[src/verilog/periph_macros.svh]
// Fixed address map and reset values of the peripheral register front end
// Include wherever a slot, offset or size code is decoded

`ifndef PERIPH_MACROS_SVH
`define PERIPH_MACROS_SVH

// Read and write size code for no access
`define ACCESS_NONE       2'b11

// Region and slot fields of the 11-bit address
`define ADDR_SIMPLE_BIT   10          // Set for the byte-wide region
`define USER_SLOT_BITS    9:6         // 64 bytes per full slot
`define SIMPLE_SLOT_BITS  7:4         // 16 bytes per byte slot
`define USER_OFS_BITS     5:0
`define SIMPLE_OFS_BITS   3:0

`define SLOT_GPIO         4'd1
`define SLOT_SCRATCH      4'd15

// GPIO register offsets
`define GPIO_OUT_OFS      6'h00
`define GPIO_IN_OFS       6'h04
`define GPIO_SEL_OFS      6'h20       // Plus 4 * pin number

`define FUNC_SEL_RESET    5'd1        // Every pin starts on the GPIO slot
`define SCRATCH_REGS      4

`endif

[src/verilog/periph_pkg.sv]
// Shared types of the peripheral register front end
// Import into any module that handles requests, slot responses or pins

`default_nettype none

package periph_pkg;

    typedef logic [10:0] addr_t;      // Peripheral address from the core
    typedef logic [31:0] word_t;      // Bus data word
    typedef logic [7:0]  byte_t;      // Byte peripheral data
    typedef logic [7:0]  pins_t;      // Eight output or input pins
    typedef logic [1:0]  access_t;    // 00 byte, 01 half, 10 word, 11 none

    // Pin source, bit 4 picks the byte region, bits 3:0 the slot
    typedef logic [4:0]  func_sel_t;

    // One core access as seen by the peripherals
    typedef struct packed {
        addr_t   addr;
        word_t   data;
        access_t write_n;
        access_t read_n;
    } periph_req_t;

    // Read response of one slot
    typedef struct packed {
        word_t data;
        logic  ready;
    } slot_rsp_t;

endpackage

`default_nettype wire

[src/verilog/periph_read_capture.sv]
// Registered read data stage between the slot response mux and the core
// Holds the captured word until the core signals read complete

`timescale 1ns/1ps
`default_nettype none

`include "periph_macros.svh"

module periph_read_capture (
    input  wire logic                     clk,
    input  wire logic                     rst_n,
    input  wire periph_pkg::periph_req_t  i_req,
    input  wire periph_pkg::slot_rsp_t    i_rsp,
    input  wire logic                     i_read_complete,
    output periph_pkg::access_t           o_read_n_masked,
    output periph_pkg::word_t             o_data_out,
    output logic                          o_data_ready
);
    import periph_pkg::*;

    logic  read_req;
    logic  capture;
    logic  hold;                                          // Word held for the core
    logic  ready_r;
    word_t data_r;

    assign read_req = i_req.read_n != `ACCESS_NONE;
    assign capture  = !hold && i_rsp.ready && read_req;

    // No second read reaches the slots while the result is buffered
    assign o_read_n_masked = i_req.read_n | {2{ready_r}};

    always_ff @(posedge clk) begin
        if (!rst_n) begin
            hold    <= 1'b0;
            ready_r <= 1'b0;
        end else begin
            if (i_read_complete) hold <= 1'b0;
            if (capture) hold <= 1'b1;
            ready_r <= read_req && i_rsp.ready;              // One cycle after the request
        end
    end

    always_ff @(posedge clk) begin
        if (capture) data_r <= i_rsp.data;
    end

    assign o_data_out   = data_r;
    assign o_data_ready = ready_r || (i_req.write_n != `ACCESS_NONE);  // Writes answer at once

endmodule

`default_nettype wire

[src/verilog/periph_addr_decode.sv]
// Slot decode and read response mux for the full and byte regions
// Purely combinational, sits between the request and the capture stage

`timescale 1ns/1ps
`default_nettype none

`include "periph_macros.svh"

module periph_addr_decode (
    input  wire periph_pkg::periph_req_t  i_req,
    input  wire periph_pkg::access_t      i_read_n_masked,
    output logic                          o_gpio_sel,
    output logic                          o_scratch_sel,
    input  wire periph_pkg::slot_rsp_t    i_gpio_rsp,
    input  wire periph_pkg::slot_rsp_t    i_scratch_rsp,
    output periph_pkg::slot_rsp_t         o_rsp
);
    import periph_pkg::*;

    logic       simple_region;
    logic       access;
    logic [3:0] user_slot;
    logic [3:0] simple_slot;

    always_comb begin
        simple_region = i_req.addr[`ADDR_SIMPLE_BIT];
        user_slot     = i_req.addr[`USER_SLOT_BITS];
        simple_slot   = i_req.addr[`SIMPLE_SLOT_BITS];

        // A slot is only strobed while some access is present
        access = (i_req.write_n != `ACCESS_NONE) || (i_read_n_masked != `ACCESS_NONE);

        o_gpio_sel    = access && !simple_region && (user_slot == `SLOT_GPIO);
        o_scratch_sel = access && simple_region && (simple_slot == `SLOT_SCRATCH);

        // Empty slots read zero and answer ready
        o_rsp = '{data: '0, ready: 1'b1};
        if (simple_region) begin
            if (simple_slot == `SLOT_SCRATCH) begin
                o_rsp.data  = {24'h0, i_scratch_rsp.data[7:0]};   // Byte data only
                o_rsp.ready = i_scratch_rsp.ready;
            end
        end else if (user_slot == `SLOT_GPIO) begin
            o_rsp = i_gpio_rsp;
        end
    end

endmodule

`default_nettype wire

[src/verilog/gpio_block.sv]
// GPIO slot: output register, input pin readback and per-pin output routing
// Each output pin takes its bit from the slot named by its selector

`timescale 1ns/1ps
`default_nettype none

`include "periph_macros.svh"

module gpio_block (
    input  wire logic                     clk,
    input  wire logic                     rst_n,
    input  wire logic                     i_sel,
    input  wire periph_pkg::periph_req_t  i_req,
    input  wire periph_pkg::pins_t        i_ui_in,
    input  wire periph_pkg::pins_t        i_scratch_pins,
    output periph_pkg::slot_rsp_t         o_rsp,
    output periph_pkg::pins_t             o_uo_out
);
    import periph_pkg::*;

    logic [5:0] ofs;
    logic       wr;
    logic       sel_window;
    pins_t      gpio_out;
    func_sel_t  func_sel [8];

    assign ofs = i_req.addr[`USER_OFS_BITS];
    assign wr  = i_sel && (i_req.write_n != `ACCESS_NONE);

    // Selectors live at 0x20..0x3c, word aligned
    assign sel_window = ofs[5] && (ofs[1:0] == 2'b00);

    always_ff @(posedge clk) begin
        if (!rst_n) begin
            gpio_out <= '0;
        end else if (wr && ofs == `GPIO_OUT_OFS) begin
            gpio_out <= i_req.data[7:0];
        end
    end

    for (genvar i = 0; i < 8; i++) begin : g_pin
        always_ff @(posedge clk) begin
            if (!rst_n) begin
                func_sel[i] <= `FUNC_SEL_RESET;
            end else if (wr && ofs == 6'(`GPIO_SEL_OFS + 4 * i)) begin
                func_sel[i] <= i_req.data[4:0];
            end
        end

        // Only GPIO and the scratch slot have pins, any other source is low
        assign o_uo_out[i] = func_sel[i][4]
            ? ((func_sel[i][3:0] == `SLOT_SCRATCH) && i_scratch_pins[i])
            : ((func_sel[i][3:0] == `SLOT_GPIO) && gpio_out[i]);
    end

    always_comb begin
        o_rsp.ready = 1'b1;                                  // Registers answer at once
        o_rsp.data  = '0;
        if (ofs == `GPIO_OUT_OFS) begin
            o_rsp.data[7:0] = gpio_out;
        end else if (ofs == `GPIO_IN_OFS) begin
            o_rsp.data[7:0] = i_ui_in;
        end else if (sel_window) begin
            o_rsp.data[4:0] = func_sel[ofs[4:2]];
        end
    end

endmodule

`default_nettype wire

[src/verilog/byte_scratch.sv]
// Byte slot with four read/write scratch registers
// Register 0 is also presented on the slot's eight pins

`timescale 1ns/1ps
`default_nettype none

`include "periph_macros.svh"

module byte_scratch (
    input  wire logic                     clk,
    input  wire logic                     rst_n,
    input  wire logic                     i_sel,
    input  wire periph_pkg::periph_req_t  i_req,
    output periph_pkg::slot_rsp_t         o_rsp,
    output periph_pkg::pins_t             o_pins
);
    import periph_pkg::*;

    logic [3:0] ofs;
    logic       wr;
    logic       in_range;                                    // Offset names a register
    byte_t      regs [`SCRATCH_REGS];

    assign ofs      = i_req.addr[`SIMPLE_OFS_BITS];
    assign wr       = i_sel && (i_req.write_n != `ACCESS_NONE);
    assign in_range = ofs < `SCRATCH_REGS;

    always_ff @(posedge clk) begin
        if (!rst_n) begin
            for (int k = 0; k < `SCRATCH_REGS; k++) regs[k] <= '0;
        end else if (wr && in_range) begin
            regs[ofs[1:0]] <= i_req.data[7:0];               // Low byte only
        end
    end

    assign o_rsp.data  = in_range ? {24'h0, regs[ofs[1:0]]} : '0;
    assign o_rsp.ready = 1'b1;
    assign o_pins      = regs[0];

endmodule

`default_nettype wire

[src/verilog/periph_top.sv]
// Peripheral register front end as seen by the core
// Decode, read capture, GPIO slot and the byte scratch slot

`timescale 1ns/1ps
`default_nettype none

module periph_top (
    input  wire logic                 clk,
    input  wire logic                 rst_n,
    input  wire periph_pkg::pins_t    i_ui_in,
    input  wire periph_pkg::addr_t    i_addr,
    input  wire periph_pkg::word_t    i_data,
    input  wire periph_pkg::access_t  i_write_n,
    input  wire periph_pkg::access_t  i_read_n,
    input  wire logic                 i_read_complete,
    output periph_pkg::word_t         o_data_out,
    output logic                      o_data_ready,
    output periph_pkg::pins_t         o_uo_out
);
    import periph_pkg::*;

    periph_req_t req;
    periph_req_t slot_req;                                   // Read size masked while buffering
    access_t     read_n_masked;
    logic        gpio_sel;
    logic        scratch_sel;
    slot_rsp_t   gpio_rsp;
    slot_rsp_t   scratch_rsp;
    slot_rsp_t   sel_rsp;
    pins_t       scratch_pins;

    assign req      = '{addr: i_addr, data: i_data, write_n: i_write_n, read_n: i_read_n};
    assign slot_req = '{addr: i_addr, data: i_data, write_n: i_write_n, read_n: read_n_masked};

    periph_addr_decode u_decode (
        .i_req           (req),
        .i_read_n_masked (read_n_masked),
        .o_gpio_sel      (gpio_sel),
        .o_scratch_sel   (scratch_sel),
        .i_gpio_rsp      (gpio_rsp),
        .i_scratch_rsp   (scratch_rsp),
        .o_rsp           (sel_rsp)
    );

    periph_read_capture u_capture (
        .clk             (clk),
        .rst_n           (rst_n),
        .i_req           (req),
        .i_rsp           (sel_rsp),
        .i_read_complete (i_read_complete),
        .o_read_n_masked (read_n_masked),
        .o_data_out      (o_data_out),
        .o_data_ready    (o_data_ready)
    );

    gpio_block u_gpio (
        .clk            (clk),
        .rst_n          (rst_n),
        .i_sel          (gpio_sel),
        .i_req          (slot_req),
        .i_ui_in        (i_ui_in),
        .i_scratch_pins (scratch_pins),
        .o_rsp          (gpio_rsp),
        .o_uo_out       (o_uo_out)
    );

    byte_scratch u_scratch (
        .clk    (clk),
        .rst_n  (rst_n),
        .i_sel  (scratch_sel),
        .i_req  (slot_req),
        .o_rsp  (scratch_rsp),
        .o_pins (scratch_pins)
    );

endmodule

`default_nettype wire

[config.mk]
export PLATFORM = sky130hd
export DESIGN_NAME = periph_top
export DESIGN_NICKNAME = d
export VERILOG_FILES = /design/src/verilog/periph_pkg.sv /design/src/verilog/periph_read_capture.sv /design/src/verilog/periph_addr_decode.sv /design/src/verilog/gpio_block.sv /design/src/verilog/byte_scratch.sv /design/src/verilog/periph_top.sv
export VERILOG_INCLUDE_DIRS = /design/src /design/src/verilog
export SDC_FILE = /design/constraint.sdc
export NUM_CORES = 1
export LEC_CHECK = 0
export ABC_AREA = 1
export BUFFER_PORTS_ARGS = -buffer_cell sky130_fd_sc_hd__buf_2
export CORE_MARGIN = 2
export CORE_UTILIZATION = 55
export CTS_CLUSTER_SIZE = 40
export DETAILED_ROUTE_END_ITERATION = 8
export PLACE_DENSITY = 0.78
export SYNTH_ARGS = -nofsm -noshare
export SYNTH_HDL_FRONTEND = slang
export SYNTH_SLANG_ARGS = --single-unit
[constraint.sdc]
create_clock -name clk -period 3.07 [get_ports clk]
set_input_delay 0.614 -clock clk [delete_from_list [all_inputs] [get_ports clk]]
set_output_delay 0.614 -clock clk [all_outputs]
set_load 0.03 [all_outputs]
==> flow_summary.yaml, run 1 <==
cts:
  cts_num_sinks: 90
  cts_buffers: 9
  cts_root_buffer: "clkbuf_8"
  cts_tree: "built"
  postCtsSetupBuffers: 0
  clock_latency_ps: 370
  clk_pin_slew_ps: 110
  ctsResizeCount: 0
  cts.htree.levels: 3
  hold_buffers: 0
  cts_buffer_depth: 2
global_route:
  grt_pass1_wl_microns: 17400
  grt_pass1_vias: 3485
  grt_max_degree: 35
  grt_overflow_total: 0
  antenna_found_initial: 0
  track_usage_pct: 25.5
worst_setup_path:
  worst-setup-path-type: "reg2out"
  r2r-end: "u_capture.o_data_out[3]"
  critPathMaxFanout: 3
  required_ps: 2460
  critPathArrivalTime_ps: 1600
  cp-start-kind: "flop"
  crit_path_end_kind: "output port"
  r2r_start: "u_gpio.func_sel[5][3]"
  rrSetupSlack_ps: 1740
  reg2regPathDepth: 8
place:
  hpwl_microns: 8390
  routabilityCongestion: 0.966
  portBuffers: 50
  pre_cts_ws_ps: 697
detailed_routing:
  route.detailed.drc: 0
  via_per_inst: 5.58
  highest_layer: "met4"
  dr.first_iter.drc_count: 534
  drt_wl_total_microns: 11200
  final_antenna_net_count: 0
  met2_length_microns: 5190
  vias: 3808
  met3_length_microns: 1220
  wl_per_cell_microns: 16.4
  wl_met1_microns: 4570
  first_pass_iters: 5
status:
  outcome: "finished, final reports clean"
finish:
  drive_gt1_share_pct: 18.0
  diodes: 0
  fillerInstances: 667
  area_growth_pct: 11.0
  nets: 631
  final_common_cell: "nand2_1"
  final_cell_mix: "nand2_1, nor2_1, edfxtp_1"
logic_synthesis:
  ys_types: 32
  yosysWarnings: 0
  synth_seq_cells: 90
  syn_inst: 515
  yosys-top-cells-area: "edfxtp_1, nand2_1, nor2_1"
  seq_area_frac_synth_pct: 55.3
  synth_top_area_cell: "edfxtp_1"
  avgSynthCellArea_sq_um: 9.13
  synth_top_area_share_pct: 51.1
  mappedNetlistArea_sq_um: 4700
pwr:
  p_leak_nw: 2.31
  peakVddDrop_mv: 0.280
  power_density_nw_per_um2: 496
timing:
  finalMaxSlewViolations: 0
  slew-limit-headroom_pct: 47.0
  rsz0062_at_grt: "no"
  tightest_slew_ps: 795
  hold_viol: 0
  setup_ws_ps: 861
  fin_crit_sh_pct: 72.0
  max_clock_freq_ghz: 0.453
  min_period_ps: 2210
  skew_ps: 15.7
  tns_ps: 0
  setup_violations: 0
min_path:
  min_from: "i_read_n[0]"
  whs_path_depth: 2
  hold_class: "in2reg"
  whs_endpoint: "u_capture.ready_r"
die:
  io_pins: 99
  core-area_sq_um: 8260
  die_h_microns: 96.5
  initial_core_util_pct: 57.0
  die_area_sq_um: 9310
  die_x_microns: 96.5
  fp-row-count: 33
flow_run:
  cap_violations: 0
## how the worst max path moves through the flow
| stage | start | slack (ps) | end |
|---|---|---|---|
| after floorplan | i_addr[3] | 680 | u_scratch.regs[0][0] |
| after global placement | i_addr[2] | 710 | u_scratch.regs[1][6] |
| after detailed placement | i_addr[2] | 700 | u_scratch.regs[1][6] |
| after CTS | u_gpio.func_sel[4][3] | 850 | o_uo_out[4] |
| after global routing | u_gpio.func_sel[4][3] | 770 | o_uo_out[4] |
| final | u_gpio.func_sel[4][2] | 860 | o_uo_out[4] |
## per-layer routing
| metal | GRT usage, % | vias to the layer above |
|---|---|---|
| met3 | 4.27 | 21 |
| met2 | 39.8 | 231 |
| met1 | 35.5 | 1739 |
| met5 | 0 | - |
| li1 | - | 1817 |
| met4 | 11.0 | 0 |
## worst max-delay path: stages, from the launching register on
cell      delay [ps]
edfxtp_1         450
nor4b_1          330
o21ai_0          110
a21oi_1          120
buf_2            210
## where the power goes
part,internal [W],leakage [nW],switching (W)
clock network,0.000403,0.112,0.000471
logic,0.0000727,1.34,0.000219
registers,0.00139,0.852,0.0000349
total,0.00186,2.31,0.000725
## cells in the mapped netlist (all sizes together)
library cell  instances
clkinv                7
clkbuf                7
a21oi                28
dfxtp                10
a22oi                18
nor3                  4
o31ai                 2
or2                   5
conb                  1
nand2               112
nand3                26
o21ai                28
edfxtp               80
nor4b                 1
nor2                105
o21bai                1
inv                  35
o21a                  1
nand4                16
buf                  28
## sequential cells by signal, indices dropped and copies added (netlist names)
register,count
u_gpio.gpio_out,8
u_gpio.func_sel,40
u_capture.ready_r,1
u_scratch.regs,32
u_capture.o_data_out,8
u_capture.hold,1
## cell type report
cell class | instances | area [sq um] | area share, %
Sequential cell | 90 | 2600 | 49.8
Multi-Input combinational cell | 371 | 1790 | 34.3
Timing Repair Buffer | 59 | 318 | 6.08
Inverter | 42 | 161 | 3.09
Tap cell | 105 | 131 | 2.51
Clock buffer | 9 | 124 | 2.37
Clock inverter | 7 | 92.6 | 1.77
## through the flow
stage	util (%)	hold WS [ps]	cells	power (W)	cell area, sq um
after floorplan	-	484	538	0.00166	4790
after global placement	60.6	532	667	0.00173	5010
after detailed placement	60.6	533	667	0.00174	5010
after CTS	63.3	427	683	0.00259	5220
after global routing	63.3	423	683	0.00269	5220
final	63.3	430	683	0.00259	5220
## kinds of logic (layout without fill, tap and decap cells)
group                  Yosys count  count (layout)  synth area share, %
AOI/OAI and AO/OA               78              78                 9.47
other                            1              24               0.0797
and+or+nand+nor                269             269                 26.8
DFF                             90              90                 55.3
buffers and inverters           77             117                 8.38
Power figures use the tool's default switching activity.
==> inputs of run 2 (changes only) <==
Settings changed: CORE_UTILIZATION 55 to 50, PLACE_DENSITY 0.78 to 0.75.
Clock period 3.07 ns to 1.8 ns, I/O delays scaled along.
==> flow_summary.yaml, run 2 (synthesized netlist as in run 1, its figures left out) <==
cts:
  cts_root_buffer: "clkbuf_8"
  clk_pin_slew_ps: 100
  cts.htree.levels: 3
  cts_num_sinks: 90
  hold_buffers: 0
  clock_latency_ps: 360
  cts_buffers: 9
  cts_buffer_depth: 2
  cts_tree: "built"
worst_setup_path:
  crit_top_cell: "nor2_1"
  cpLargestDelayFamily: "flip-flops"
  crit_buf_inv: 1
  rrSetupSlack_ps: 370
  path_cells: "nor2_1 -> nand2_1 -> nor2_1 -> o21ai_1 -> a21oi_2 -> buf_6"
  max_stage_delay_ps: 420
  reg2regPathDepth: 8
  cp-start-kind: "flop"
  required_ps: 1440
  r2r-end: "u_capture.o_data_out[2]"
  worst-setup-path-type: "reg2out"
  r2r_start: "u_gpio.func_sel[0][2]"
  crit_path_end_kind: "output port"
  critPathArrivalTime_ps: 1490
  critPathMaxFanout: 2
  cp_slowest_cell: "edfxtp_1"
finish:
  diodes: 0
  final_cells: 738
  post-route-util_pct: 61.4
  largest_registers: "u_gpio.func_sel x40, u_scratch.regs x32"
  final_cell_mix: "nand2_1, nor2_1, edfxtp_1"
  nets: 680
  top_register: "u_gpio.func_sel"
  largest_reg_flops: 40
  area_growth_pct: 20.0
  final_common_cell: "nand2_1"
  final_cell_area_sq_um: 5650
  fillerInstances: 762
  drive_gt1_share_pct: 25.4
place:
  portBuffers: 50
  dp.cells: 705
  routabilityCongestion: 0.962
  hpwl_microns: 9210
  placed_area_sq_um: 5280
die:
  initial_core_util_pct: 51.2
  die_x_microns: 101
  fp-row-count: 35
  core-area_sq_um: 9200
  die_area_sq_um: 10200
  die_h_microns: 101
  io_pins: 99
status:
  violations: "setup timing"
  outcome: "complete, but fails checks"
min_path:
  whs_endpoint: "u_capture.ready_r"
  min_from: "i_read_n[0]"
  hold_class: "in2reg"
  whs_path_depth: 2
timing:
  fin_crit_sh_pct: 103
  setup_ws_ps: -48.2
  min_period_ps: 1850
  finalMaxSlewViolations: 0
  max_clock_freq_ghz: 0.541
  tns_ps: -72.9
  setup_violations: 3
  rsz0062_at_grt: "yes"
  skew_ps: 13.0
  hold_viol: 0
detailed_routing:
  via_per_inst: 5.45
  final_antenna_net_count: 0
  route.detailed.drc: 0
  vias: 4025
  drt_wl_total_microns: 12300
  dr.first_iter.drc_count: 402
  first_pass_iters: 5
  wl_per_cell_microns: 16.7
global_route:
  grt_max_degree: 20
  antenna_found_initial: 0
  track_usage_pct: 25.0
  grt_pass1_vias: 3749
  grt_pass1_wl_microns: 18900
  grt_overflow_total: 0
pwr:
  peakVddDrop_mv: 0.340
  power_density_nw_per_um2: 774
  p_leak_nw: 2.54
flow_run:
  cap_violations: 0
==> run 2: what timing repair did <==
item | 4_1_cts | 5_1_grt
setup buffers | 10 | 7
endpoints found under the setup margin | 8 | 8
cloned | 0 | 0
pin swaps | 2 | 5
gates resized for setup | 16 | 7
==> run 2: how the worst max path moves through the flow <==
stage                           from                     to  cells past startpoint
6_report       u_gpio.func_sel[7][3]            o_uo_out[7]                      6
5_1_grt        u_gpio.func_sel[5][2]            o_uo_out[5]                      6
4_1_cts        u_gpio.func_sel[6][3]            o_uo_out[6]                      6
3_5_place_dp               i_addr[2]   u_scratch.regs[2][3]                      8
3_3_place_gp               i_addr[7]  u_gpio.func_sel[6][0]                      7
2_1_floorplan              i_addr[3]   u_scratch.regs[0][0]                      6
==> run 2: layer usage <==
layer,vias up,wire length [microns],GRT usage [%]
met5,-,0,0
li1,1918,-,-
met2,219,5740,39.8
met1,1866,5140,34.6
met3,22,1050,4.30
met4,0,358,8.84
==> run 2: where the power goes <==
part	internal (W)	switching (W)	leakage, nW
Combinational	0.000191	0.000402	1.59
Clock	0.000570	0.000783	0.0962
Sequential	0.00237	0.0000585	0.852
==> run 2: area by class of cell <==
class | count | area, sq um | share of cell area, %
multi-input cells | 371 | 1820 | 32.3
repair buffers | 108 | 729 | 12.9
flip-flops and latches | 90 | 2600 | 46.1
well taps | 111 | 139 | 2.46
inverters | 42 | 161 | 2.86
clock inverters | 6 | 53.8 | 0.953
clock buffers | 10 | 138 | 2.44
==> run 2: metrics by stage <==
step	power [W]	setup slack, ps	hold slack [ps]
2_1_floorplan	0.00283	-117	452
3_3_place_gp	0.00300	-10.1	544
3_5_place_dp	0.00302	-13.9	556
4_1_cts	0.00436	4.98	168
5_1_grt	0.00454	-77.6	171
6_report	0.00437	-48.2	169
